**src/common/ines_format_pkg.sv**
```systemverilog
// iNES cartridge header format used by the header parser and the ROM loader
// Byte offsets, signature values, page sizes and the packed mapper flag word

package ines_format_pkg;

	localparam int HEADER_BYTES = 16;

	// "NES" followed by the MS-DOS end-of-file marker
	localparam logic [7:0] SIG_N   = 8'h4E;
	localparam logic [7:0] SIG_E   = 8'h45;
	localparam logic [7:0] SIG_S   = 8'h53;
	localparam logic [7:0] SIG_EOF = 8'h1A;

	// Header byte offsets
	localparam int HDR_PRG_PAGES = 4;
	localparam int HDR_CHR_PAGES = 5;
	localparam int HDR_FLAGS6    = 6;  // Mirroring, battery, trainer, four-screen, mapper low
	localparam int HDR_FLAGS7    = 7;  // Format id and mapper high nibble
	localparam int HDR_SUBMAPPER = 8;
	localparam int HDR_FLAGS9    = 9;
	localparam int HDR_PAD_FIRST = 10; // Bytes 10 to 15 are zero in a clean iNES 1.0 header

	localparam int PRG_PAGE_BYTES = 16384;
	localparam int CHR_PAGE_BYTES = 8192;

	// [7:0] mapper, [10:8] PRG size code, [13:11] CHR size code, [14] mirroring,
	// [15] CHR RAM, [16] four-screen, [24:17] submapper byte, [25] battery
	typedef logic [31:0] mapper_flags_t;

endpackage

```
**src/common/load_map_pkg.sv**
```systemverilog
// Memory map and common types of the cartridge loading front end
// Shared by the file type decoder, both loaders and the memory write port

package load_map_pkg;

	typedef logic [21:0] mem_addr_t;
	typedef logic [7:0]  byte_t;

	////////////////////////////////////////////////////////////
	// External memory map
	////////////////////////////////////////////////////////////

	localparam mem_addr_t PRG_BASE = 22'h000000;
	localparam mem_addr_t CHR_BASE = 22'h200000; // CHR lives in the upper half

	// Colour table download, 64 entries of 3 bytes
	localparam int PAL_BYTES = 192;

	typedef logic [14:0] pal_color_t;
	typedef logic [5:0]  pal_index_t;

	typedef enum logic [1:0] {
		NONE,
		ROM,
		PALETTE
	} file_kind_t;

	typedef enum logic [2:0] {
		HEADER,
		PRG,
		CHR,
		DONE,
		ERROR
	} loader_state_t;

	// Writes the memory accepts before it has to return a credit
	localparam int MEM_CREDITS = 4;

	typedef logic [2:0] credit_cnt_t;

endpackage

```
**src/common/mem_write_if.sv**
```systemverilog
// One byte write from the ROM loader towards the external memory port
// The port answers with stall while it cannot take another write

interface mem_write_if;

	logic                    wr;
	load_map_pkg::mem_addr_t addr;
	load_map_pkg::byte_t     data;
	logic                    stall;

	modport loader (
		output wr,
		output addr,
		output data,
		input  stall
	);

	modport port (
		input  wr,
		input  addr,
		input  data,
		output stall
	);

endinterface

```
**src/design/file_type_decoder.sv**
```systemverilog
// Classifies the download from its index and restarts the ROM loader
// Kind follows the index one cycle later, restart pulses at a ROM download start

module file_type_decoder (
	input  logic                     clk,
	input  logic                     reset_nes,
	input  logic                     dl_active,
	input  logic [7:0]               dl_index,
	output load_map_pkg::file_kind_t kind,
	output logic                     loader_restart
);

	load_map_pkg::file_kind_t index_kind;
	logic                     active_q;

	always_comb begin
		index_kind = load_map_pkg::NONE;
		if ((dl_index[5:0] == 6'd0 && dl_index[7:6] == 2'b01) ||
		    (dl_index[2:0] == 3'b001 && dl_index[7:6] == 2'b00))
			index_kind = load_map_pkg::ROM;
		else if (dl_index[2:0] == 3'b011)
			index_kind = load_map_pkg::PALETTE;
	end

	always_ff @(posedge clk) begin
		if (reset_nes) begin
			kind           <= load_map_pkg::NONE;
			active_q       <= 1'b0;
			loader_restart <= 1'b0;
		end else begin
			kind           <= index_kind;
			active_q       <= dl_active;
			loader_restart <= dl_active && !active_q && (kind == load_map_pkg::ROM);
		end
	end

	// A palette download never restarts the ROM loader
	a_no_restart_on_palette : assert property (@(posedge clk) disable iff (reset_nes)
		!(kind == load_map_pkg::PALETTE && loader_restart));

endmodule

```
**src/loader/ines_header_parser.sv**
```systemverilog
// Holds the 16 iNES header bytes and decodes them for the ROM loader
// Validity and page counts are ready when the last header byte arrives

module ines_header_parser (
	input  logic                           clk,
	input  logic                           reset_nes,
	input  logic                           capture,
	input  logic [3:0]                     hdr_offset,
	input  load_map_pkg::byte_t            hdr_byte,
	input  logic                           invert_mirroring,
	output logic                           header_ok,
	output load_map_pkg::byte_t            prg_pages,
	output load_map_pkg::byte_t            chr_pages,
	output ines_format_pkg::mapper_flags_t flags
);

	load_map_pkg::byte_t hdr [ines_format_pkg::HEADER_BYTES];
	load_map_pkg::byte_t flags6;
	load_map_pkg::byte_t flags7;
	load_map_pkg::byte_t submapper;
	logic                is_nes20;
	logic                is_dirty;
	logic                pad_nonzero;
	logic [3:0]          mapper_hi;

	// Smallest k with pages <= 2^k, capped at 7
	function automatic logic [2:0] size_code(input load_map_pkg::byte_t pages);
		logic [2:0] code;
		code = 3'd7;
		for (int k = 6; k >= 0; k--) begin
			if (pages <= (9'd1 << k))
				code = 3'(k);
		end
		return code;
	endfunction

	always_ff @(posedge clk) begin
		if (reset_nes)
			hdr <= '{default: '0};
		else if (capture)
			hdr[hdr_offset] <= hdr_byte;
	end

	assign flags6    = hdr[ines_format_pkg::HDR_FLAGS6];
	assign flags7    = hdr[ines_format_pkg::HDR_FLAGS7];
	assign prg_pages = hdr[ines_format_pkg::HDR_PRG_PAGES];
	assign chr_pages = hdr[ines_format_pkg::HDR_CHR_PAGES];

	// Signature check, trainers are not supported
	assign header_ok = (hdr[0] == ines_format_pkg::SIG_N) && (hdr[1] == ines_format_pkg::SIG_E) &&
	                   (hdr[2] == ines_format_pkg::SIG_S) && (hdr[3] == ines_format_pkg::SIG_EOF) &&
	                   !flags6[2];

	always_comb begin
		pad_nonzero = 1'b0;
		for (int i = ines_format_pkg::HDR_PAD_FIRST; i < ines_format_pkg::HEADER_BYTES; i++) begin
			pad_nonzero = pad_nonzero || (hdr[i] != '0);
		end
	end

	assign is_nes20  = (flags7[3:2] == 2'b10);
	assign is_dirty  = !is_nes20 && ((hdr[ines_format_pkg::HDR_FLAGS9][7:1] != '0) || pad_nonzero);
	assign mapper_hi = is_dirty ? 4'd0 : flags7[7:4]; // Junk in old dumps, drop it
	assign submapper = is_nes20 ? hdr[ines_format_pkg::HDR_SUBMAPPER] : 8'd0;

	assign flags = {
		6'd0,
		flags6[1],                     // Battery saves
		submapper,
		flags6[3],                     // Four-screen
		(chr_pages == 8'd0),           // CHR RAM
		flags6[0] ^ invert_mirroring,
		size_code(chr_pages),
		size_code(prg_pages),
		mapper_hi,
		flags6[7:4]
	};

endmodule

```
**src/loader/rom_loader_fsm.sv**
```systemverilog
// Walks a ROM download through header, PRG and CHR sections
// Body bytes go out as memory writes, PRG from PRG_BASE and CHR from CHR_BASE
// Header bytes only feed the parser and are never written to memory

module rom_loader_fsm (
	input  logic                           clk,
	input  logic                           reset_nes,
	input  logic                           restart,
	input  load_map_pkg::file_kind_t       kind,
	input  logic                           dl_valid,
	input  load_map_pkg::byte_t            dl_data,
	input  logic                           header_ok,
	input  load_map_pkg::byte_t            prg_pages,
	input  load_map_pkg::byte_t            chr_pages,
	input  ines_format_pkg::mapper_flags_t flags,
	output logic                           capture,
	output logic [3:0]                     hdr_offset,
	output load_map_pkg::byte_t            hdr_byte,
	output logic                           busy,
	output logic                           done,
	output logic                           error,
	output ines_format_pkg::mapper_flags_t mapper_flags,
	mem_write_if.loader                    mem_wr
);

	load_map_pkg::loader_state_t state;
	logic [3:0]                  hdr_count;
	load_map_pkg::mem_addr_t     bytes_left;
	load_map_pkg::mem_addr_t     wr_addr;
	load_map_pkg::mem_addr_t     prg_bytes;
	load_map_pkg::mem_addr_t     chr_bytes;
	logic                        rom_byte;
	logic                        last_hdr;
	logic                        last_body;

	assign rom_byte  = dl_valid && (kind == load_map_pkg::ROM);
	assign prg_bytes = load_map_pkg::mem_addr_t'(prg_pages * ines_format_pkg::PRG_PAGE_BYTES);
	assign chr_bytes = load_map_pkg::mem_addr_t'(chr_pages * ines_format_pkg::CHR_PAGE_BYTES);
	assign last_hdr  = (hdr_count == 4'(ines_format_pkg::HEADER_BYTES - 1));
	assign last_body = (bytes_left == load_map_pkg::mem_addr_t'(1));

	assign capture    = rom_byte && busy && (state == load_map_pkg::HEADER);
	assign hdr_offset = hdr_count;
	assign hdr_byte   = dl_data;

	assign mem_wr.wr   = rom_byte && (state == load_map_pkg::PRG || state == load_map_pkg::CHR);
	assign mem_wr.addr = wr_addr;
	assign mem_wr.data = dl_data;

	////////////////////////////////////////////////////////////
	// Section sequencing
	////////////////////////////////////////////////////////////

	always_ff @(posedge clk) begin
		if (reset_nes) begin
			state        <= load_map_pkg::HEADER;
			hdr_count    <= 4'd0;
			bytes_left   <= '0;
			wr_addr      <= load_map_pkg::PRG_BASE;
			busy         <= 1'b0;
			done         <= 1'b0;
			error        <= 1'b0;
			mapper_flags <= '0;
		end else if (restart) begin
			state     <= load_map_pkg::HEADER;
			hdr_count <= 4'd0;
			busy      <= 1'b1;
			done      <= 1'b0;
			error     <= 1'b0;
		end else begin
			case (state)
				load_map_pkg::HEADER: begin
					if (capture) begin
						hdr_count <= hdr_count + 4'd1;
						// Bytes 0 to 6 are already stored, enough to pick the next section
						if (last_hdr) begin
							if (!header_ok) begin
								state <= load_map_pkg::ERROR;
							end else if (prg_pages != 8'd0) begin
								state      <= load_map_pkg::PRG;
								bytes_left <= prg_bytes;
								wr_addr    <= load_map_pkg::PRG_BASE;
							end else if (chr_pages != 8'd0) begin
								state      <= load_map_pkg::CHR;
								bytes_left <= chr_bytes;
								wr_addr    <= load_map_pkg::CHR_BASE;
							end else begin
								state <= load_map_pkg::DONE;
							end
						end
					end
				end
				load_map_pkg::PRG, load_map_pkg::CHR: begin
					if (mem_wr.wr) begin
						bytes_left <= bytes_left - load_map_pkg::mem_addr_t'(1);
						wr_addr    <= wr_addr + load_map_pkg::mem_addr_t'(1);
						if (last_body) begin
							if (state == load_map_pkg::PRG && chr_pages != 8'd0) begin
								state      <= load_map_pkg::CHR;
								bytes_left <= chr_bytes;
								wr_addr    <= load_map_pkg::CHR_BASE;
							end else begin
								state <= load_map_pkg::DONE; // No CHR ROM means CHR RAM
							end
						end
					end
				end
				load_map_pkg::DONE, load_map_pkg::ERROR: begin
					busy  <= 1'b0;
					done  <= 1'b1;
					error <= (state == load_map_pkg::ERROR);
					if (!done)
						mapper_flags <= flags; // Published together with done
				end
				default: state <= load_map_pkg::ERROR;
			endcase
		end
	end

	// Source holds off on dl_wait, so a body byte never meets a stalled port
	a_no_wr_on_stall : assert property (@(posedge clk) disable iff (reset_nes)
		!(mem_wr.wr && mem_wr.stall));

endmodule

```
**src/design/credit_write_port.sv**
```systemverilog
// Registered memory write port with credit based flow control
// A loader write leaves one cycle later, stall and dl_wait hold off the source

module credit_write_port (
	input  logic                    clk,
	input  logic                    reset_nes,
	input  logic                    mem_credit,
	mem_write_if.port               mem_wr,
	output logic                    mem_wr_valid,
	output load_map_pkg::mem_addr_t mem_wr_addr,
	output load_map_pkg::byte_t     mem_wr_data,
	output logic                    dl_wait
);

	load_map_pkg::credit_cnt_t credits;
	logic                      no_credit;

	assign no_credit = (credits == '0);

	// A write in flight has not yet taken its credit
	assign mem_wr.stall = no_credit || mem_wr_valid;
	assign dl_wait      = mem_wr.stall;

	always_ff @(posedge clk) begin
		if (reset_nes) begin
			mem_wr_valid <= 1'b0;
			credits      <= load_map_pkg::credit_cnt_t'(load_map_pkg::MEM_CREDITS);
		end else begin
			mem_wr_valid <= mem_wr.wr;
			case ({mem_wr_valid, mem_credit})
				2'b10:   credits <= credits - load_map_pkg::credit_cnt_t'(1);
				2'b01:   credits <= credits + load_map_pkg::credit_cnt_t'(1);
				default: credits <= credits; // Both or neither
			endcase
		end
	end

	always_ff @(posedge clk) begin
		if (mem_wr.wr) begin
			mem_wr_addr <= mem_wr.addr;
			mem_wr_data <= mem_wr.data;
		end
	end

	// The memory never returns more credits than it was granted
	a_credit_limit : assert property (@(posedge clk) disable iff (reset_nes)
		credits <= load_map_pkg::credit_cnt_t'(load_map_pkg::MEM_CREDITS));

endmodule

```
**src/design/palette_loader.sv**
```systemverilog
// Packs a palette download into 15-bit colour table writes
// Three bytes per entry, the top 5 bits of each byte form one colour field

module palette_loader (
	input  logic                     clk,
	input  logic                     reset_nes,
	input  load_map_pkg::file_kind_t kind,
	input  logic                     dl_active,
	input  logic                     dl_valid,
	input  load_map_pkg::byte_t      dl_data,
	output logic                     pal_write,
	output load_map_pkg::pal_index_t pal_index,
	output load_map_pkg::pal_color_t pal_color
);

	logic [1:0]               phase;
	load_map_pkg::byte_t      offset;
	load_map_pkg::pal_index_t group;
	logic [9:0]               color_lo;
	logic                     pal_byte;

	assign pal_byte = dl_active && dl_valid && (kind == load_map_pkg::PALETTE) &&
	                  (offset < load_map_pkg::byte_t'(load_map_pkg::PAL_BYTES));

	always_ff @(posedge clk) begin
		if (reset_nes) begin
			phase     <= 2'd0;
			offset    <= '0;
			group     <= '0;
			pal_write <= 1'b0;
		end else begin
			pal_write <= pal_byte && (phase == 2'd2);
			if (!dl_active) begin
				phase  <= 2'd0;
				offset <= '0;
				group  <= '0;
			end else if (pal_byte) begin
				offset <= offset + 8'd1;
				if (phase == 2'd2) begin
					phase <= 2'd0;
					group <= group + 6'd1;
				end else begin
					phase <= phase + 2'd1;
				end
			end
		end
	end

	// Colour fields, red first
	always_ff @(posedge clk) begin
		if (pal_byte) begin
			case (phase)
				2'd0: color_lo[4:0] <= dl_data[7:3];
				2'd1: color_lo[9:5] <= dl_data[7:3];
				default: begin
					pal_color <= {dl_data[7:3], color_lo};
					pal_index <= group;
				end
			endcase
		end
	end

endmodule

```
**src/design/nes_loader_top.sv**
```systemverilog
// Cartridge loading front end of the NES core
// Takes the download byte stream and produces memory writes, mapper flags
// and colour table writes

module nes_loader_top (
	input  logic                           clk,
	input  logic                           reset_nes,
	input  logic                           dl_active,
	input  logic [7:0]                     dl_index,
	input  logic                           dl_valid,
	input  load_map_pkg::byte_t            dl_data,
	input  logic                           invert_mirroring,
	input  logic                           mem_credit,
	output logic                           dl_wait,
	output logic                           mem_wr_valid,
	output load_map_pkg::mem_addr_t        mem_wr_addr,
	output load_map_pkg::byte_t            mem_wr_data,
	output logic                           busy,
	output logic                           done,
	output logic                           error,
	output ines_format_pkg::mapper_flags_t mapper_flags,
	output logic                           pal_write,
	output load_map_pkg::pal_index_t       pal_index,
	output load_map_pkg::pal_color_t       pal_color
);

	load_map_pkg::file_kind_t       kind;
	logic                           loader_restart;
	logic                           capture;
	logic [3:0]                     hdr_offset;
	load_map_pkg::byte_t            hdr_byte;
	logic                           header_ok;
	load_map_pkg::byte_t            prg_pages;
	load_map_pkg::byte_t            chr_pages;
	ines_format_pkg::mapper_flags_t flags;

	mem_write_if i_mem_wr ();

	////////////////////////////////////////////////////////////
	// File type and ROM path
	////////////////////////////////////////////////////////////

	file_type_decoder i_file_type_decoder (
		.clk            (clk),
		.reset_nes      (reset_nes),
		.dl_active      (dl_active),
		.dl_index       (dl_index),
		.kind           (kind),
		.loader_restart (loader_restart)
	);

	ines_header_parser i_ines_header_parser (
		.clk              (clk),
		.reset_nes        (reset_nes),
		.capture          (capture),
		.hdr_offset       (hdr_offset),
		.hdr_byte         (hdr_byte),
		.invert_mirroring (invert_mirroring),
		.header_ok        (header_ok),
		.prg_pages        (prg_pages),
		.chr_pages        (chr_pages),
		.flags            (flags)
	);

	rom_loader_fsm i_rom_loader_fsm (
		.clk          (clk),
		.reset_nes    (reset_nes),
		.restart      (loader_restart),
		.kind         (kind),
		.dl_valid     (dl_valid),
		.dl_data      (dl_data),
		.header_ok    (header_ok),
		.prg_pages    (prg_pages),
		.chr_pages    (chr_pages),
		.flags        (flags),
		.capture      (capture),
		.hdr_offset   (hdr_offset),
		.hdr_byte     (hdr_byte),
		.busy         (busy),
		.done         (done),
		.error        (error),
		.mapper_flags (mapper_flags),
		.mem_wr       (i_mem_wr.loader)
	);

	credit_write_port i_credit_write_port (
		.clk          (clk),
		.reset_nes    (reset_nes),
		.mem_credit   (mem_credit),
		.mem_wr       (i_mem_wr.port),
		.mem_wr_valid (mem_wr_valid),
		.mem_wr_addr  (mem_wr_addr),
		.mem_wr_data  (mem_wr_data),
		.dl_wait      (dl_wait)
	);

	// Palette path
	palette_loader i_palette_loader (
		.clk       (clk),
		.reset_nes (reset_nes),
		.kind      (kind),
		.dl_active (dl_active),
		.dl_valid  (dl_valid),
		.dl_data   (dl_data),
		.pal_write (pal_write),
		.pal_index (pal_index),
		.pal_color (pal_color)
	);

endmodule

```
**config.mk**
```make
export PLATFORM = sky130hd
export DESIGN_NAME = nes_loader_top
export DESIGN_NICKNAME = d
export VERILOG_FILES = /design/src/common/ines_format_pkg.sv /design/src/common/load_map_pkg.sv /design/src/common/mem_write_if.sv /design/src/design/file_type_decoder.sv /design/src/loader/ines_header_parser.sv /design/src/loader/rom_loader_fsm.sv /design/src/design/credit_write_port.sv /design/src/design/palette_loader.sv /design/src/design/nes_loader_top.sv
export SDC_FILE = /design/constraint.sdc
export NUM_CORES = 1
export LEC_CHECK = 0
export ABC_AREA = 1
export BUFFER_PORTS_ARGS = -buffer_cell sky130_fd_sc_hd__buf_2
export CORE_MARGIN = 2
export CORE_UTILIZATION = 35
export DETAILED_ROUTE_END_ITERATION = 10
export SYNTH_ARGS = -nofsm -noshare
export SYNTH_HDL_FRONTEND = slang
export SYNTH_HIERARCHICAL = 1
export SYNTH_SLANG_ARGS = --single-unit
```
**constraint.sdc**
```tcl
create_clock -name clk -period 5.6 [get_ports clk]
set_clock_uncertainty 0.15 [all_clocks]
set_input_delay 0.84 -clock clk [delete_from_list [all_inputs] [get_ports clk]]
set_output_delay 0.84 -clock clk [all_outputs]
set_load 0.01 [all_outputs]
```
==> flow_summary.ini <==
[global_routing]
grt_max_degree = 85
antenna_found_initial = 0
grt_pass1_vias = 10500
grt_pass1_wl_um = 51600
grt_overflow = 0
grt.total_usage = 0.160

[detailed_routing]
dr.pass1.iters = 5
routed_wirelength_um = 31500
num_vias = 11100
drt.antenna.violating_nets = 0
drt_iter0_drc = 707
wire_per_inst_um = 13.5
avgViaCountPerCell = 4.74
drc = 0

[critical_path]
r2r-end = i_rom_loader_fsm/mem_wr.addr[4]
reg2reg_slack_ns = 2.66
cp.arrival_ns = 3.18
critPathCaptureType = flip-flop
worstSetupStartpointType = flip-flop
max_stage_delay_ns = 0.56
cp.depth = 14
cp_common_cell = nor2_1
path_buf_inv = 1
cp_max_fo = 52
r2r_cells = 14
crit_start = i_ines_header_parser/hdr[107]
required_ns = 5.84
path_delay_family = simple AND/OR/NAND/NOR gates
path_cells = nor2_1, nand3_1, nor2_1, nand4_1, nor2_1, inv_1, nand2_1, nand3b_2, nor2_4, nand2_2, nor2_8, nand2_4, nand2_2, nor3_1
critPathCapture = i_rom_loader_fsm/mem_wr.addr[4]
critPathSlowestCell = nor2_8
timing.rr.start = i_ines_header_parser/hdr[107]
crit_type = flip-flop to flip-flop

[die]
ios = 111
die_area_mm2 = 0.0394
rows = 71
die_h_um = 198
core_mm2 = 0.0374
start_util = 0.354
die_x_um = 198

[final_layout]
num_antenna_cells = 0
areaGrowthSynthToFinish_pct = 14.0
nNetsFinal = 1832
nFillCells = 3795
multi_input_area_mm2 = 0.00548
drive_gt1_frac = 0.118
instances_no_fill = 2338
ff_latch_area_mm2 = 0.00656

[yosys]
synth.cell_area_mm2 = 0.0132
syn_inst = 1748
avgSynthCellArea_um2 = 7.56
yosysWarnings = 6

[clocking]
cts_num_sinks = 297
path_clk_slew_ns = 0.06
htreeDepth = 2
clock_latency_ns = 0.52
cts-root-buf = clkbuf_16
post_cts_buffers = 0
hold_buffers = 0
cts.path.max_buffers = 3
cts.repair.resized = 0
cts_buffers = 35
cts_tree = yes

[sta]
rsz0062_at_grt = false
max_slew_margin = 0.350
finalHoldViolations = 0
setup_viol = 0
fin_crit_sh = 0.525
fmax_ghz = 0.340
maxSlewViolCount = 0
setup_tns_ns = 0
min_period_ns = 2.94
max_slew.worst_pin.slew_ns = 0.975

[placement]
io_buffers = 110
hpwl_um = 20900
dp.cells = 2276
place.gp.congestion = 0.852

[pwr]
ir_drop_mv = 0.164
p_leak_nw = 6.02
pwr_density_cell_mw_per_mm2 = 307

[run]
cap_violations = 0

[outcome]
status = finished clean

[hold_path]
hp-class = flip-flop to flip-flop
stage by stage:
step                      hold slack [ns]  cell area [um^2]  power [W]  utilization  setup WS [ns]
after CTS                           0.246             15100    0.00470        0.403           2.62
after floorplan                     0.223             13200    0.00229            -           2.66
after detailed placement            0.240             13900    0.00232        0.371           2.51
final                               0.244             15100    0.00463        0.403           2.66
after global routing                0.270             15100    0.00480        0.403           2.33
after global placement              0.231             13900    0.00232        0.371           2.58
how the worst min path moves through the flow:
| stage | from | end | slack (ns) | cells after the start |
|---|---|---|---|---|
| floorplan | i_file_type_decoder/active_q | i_file_type_decoder/loader_restart | 0.22 | 1 |
| CTS | i_file_type_decoder/active_q | i_file_type_decoder/loader_restart | 0.25 | 1 |
| global placement | i_file_type_decoder/active_q | i_file_type_decoder/loader_restart | 0.23 | 1 |
| detailed placement | i_file_type_decoder/active_q | i_file_type_decoder/loader_restart | 0.24 | 1 |
| global route | i_file_type_decoder/active_q | i_file_type_decoder/loader_restart | 0.27 | 1 |
| finish | i_file_type_decoder/active_q | i_file_type_decoder/loader_restart | 0.24 | 1 |
layout make-up:
| type | count | share of cell area |
|---|---|---|
| Timing Repair Buffer | 114 | 0.0387 |
| Inverter | 163 | 0.0407 |
| Multi-Input combinational cell | 1191 | 0.364 |
| Tap cell | 511 | 0.0424 |
| Sequential cell | 297 | 0.435 |
| Clock inverter | 20 | 0.0178 |
| Clock buffer | 42 | 0.0619 |
where the power goes:
part           switching (W)  total (W)  internal (W)
logic              0.0000696  0.0000880     0.0000183
clock network       0.000893    0.00236       0.00147
registers         0.00000290    0.00218       0.00218
registers in the layout (all words and copies together) (netlist names), 10 cells and up:
| register | cells |
|---|---|
| i_credit_write_port/mem_wr_addr | 22 |
| i_ines_header_parser/hdr | 95 |
| i_palette_loader/color_lo | 10 |
| i_palette_loader/pal_color | 15 |
| i_rom_loader_fsm/bytes_left | 22 |
| i_rom_loader_fsm/mapper_flags | 32 |
| i_rom_loader_fsm/mem_wr.addr | 22 |
cells in the final DEF, fill, tap and decap left out, types with 2 or more instances in the layout:
cell       count
buf_4          5
nor2_2        12
clkinv_1       5
inv_1        155
xor2_1         9
nand3b_1       5
inv_2          5
nand2_4        2
nor2_4        10
o21ai_1       15
nand3_1       70
nand2_1      437
a211oi_1      23
buf_2        109
nand4_1       30
and3_1         2
nand2_2        6
o21ai_0       58
clkbuf_16     36
nand3_2        6
a21boi_0       4
bufinv_16      6
clkbuf_1       5
a21oi_1      169
conb_1         6
dfxtp_1      236
xnor2_1        3
nor4_1         5
ha_1           7
clkinv_2       8
o21bai_1       6
edfxtp_1      61
nor2_1       283
nor3_1        12
worst register-to-register path, stage by stage, from the launching register on:
cell	delay [ns]
dfxtp_1	0.31
nor2_1	0.11
nand3_1	0.09
nor2_1	0.17
nand4_1	0.11
nor2_1	0.14
inv_1	0.07
nand2_1	0.09
nand3b_2	0.10
nor2_4	0.14
nand2_2	0.09
nor2_8	0.56
nand2_4	0.32
nand2_2	0.28
nor3_1	0.08
metal layers:
layer,global-route usage,part of all wire
met1,0.196,0.45
met2,0.288,0.49
met3,0.0246,0.041
met4,0.0459,0.017
met5,0,0
Power figures use the tool's default switching activity.
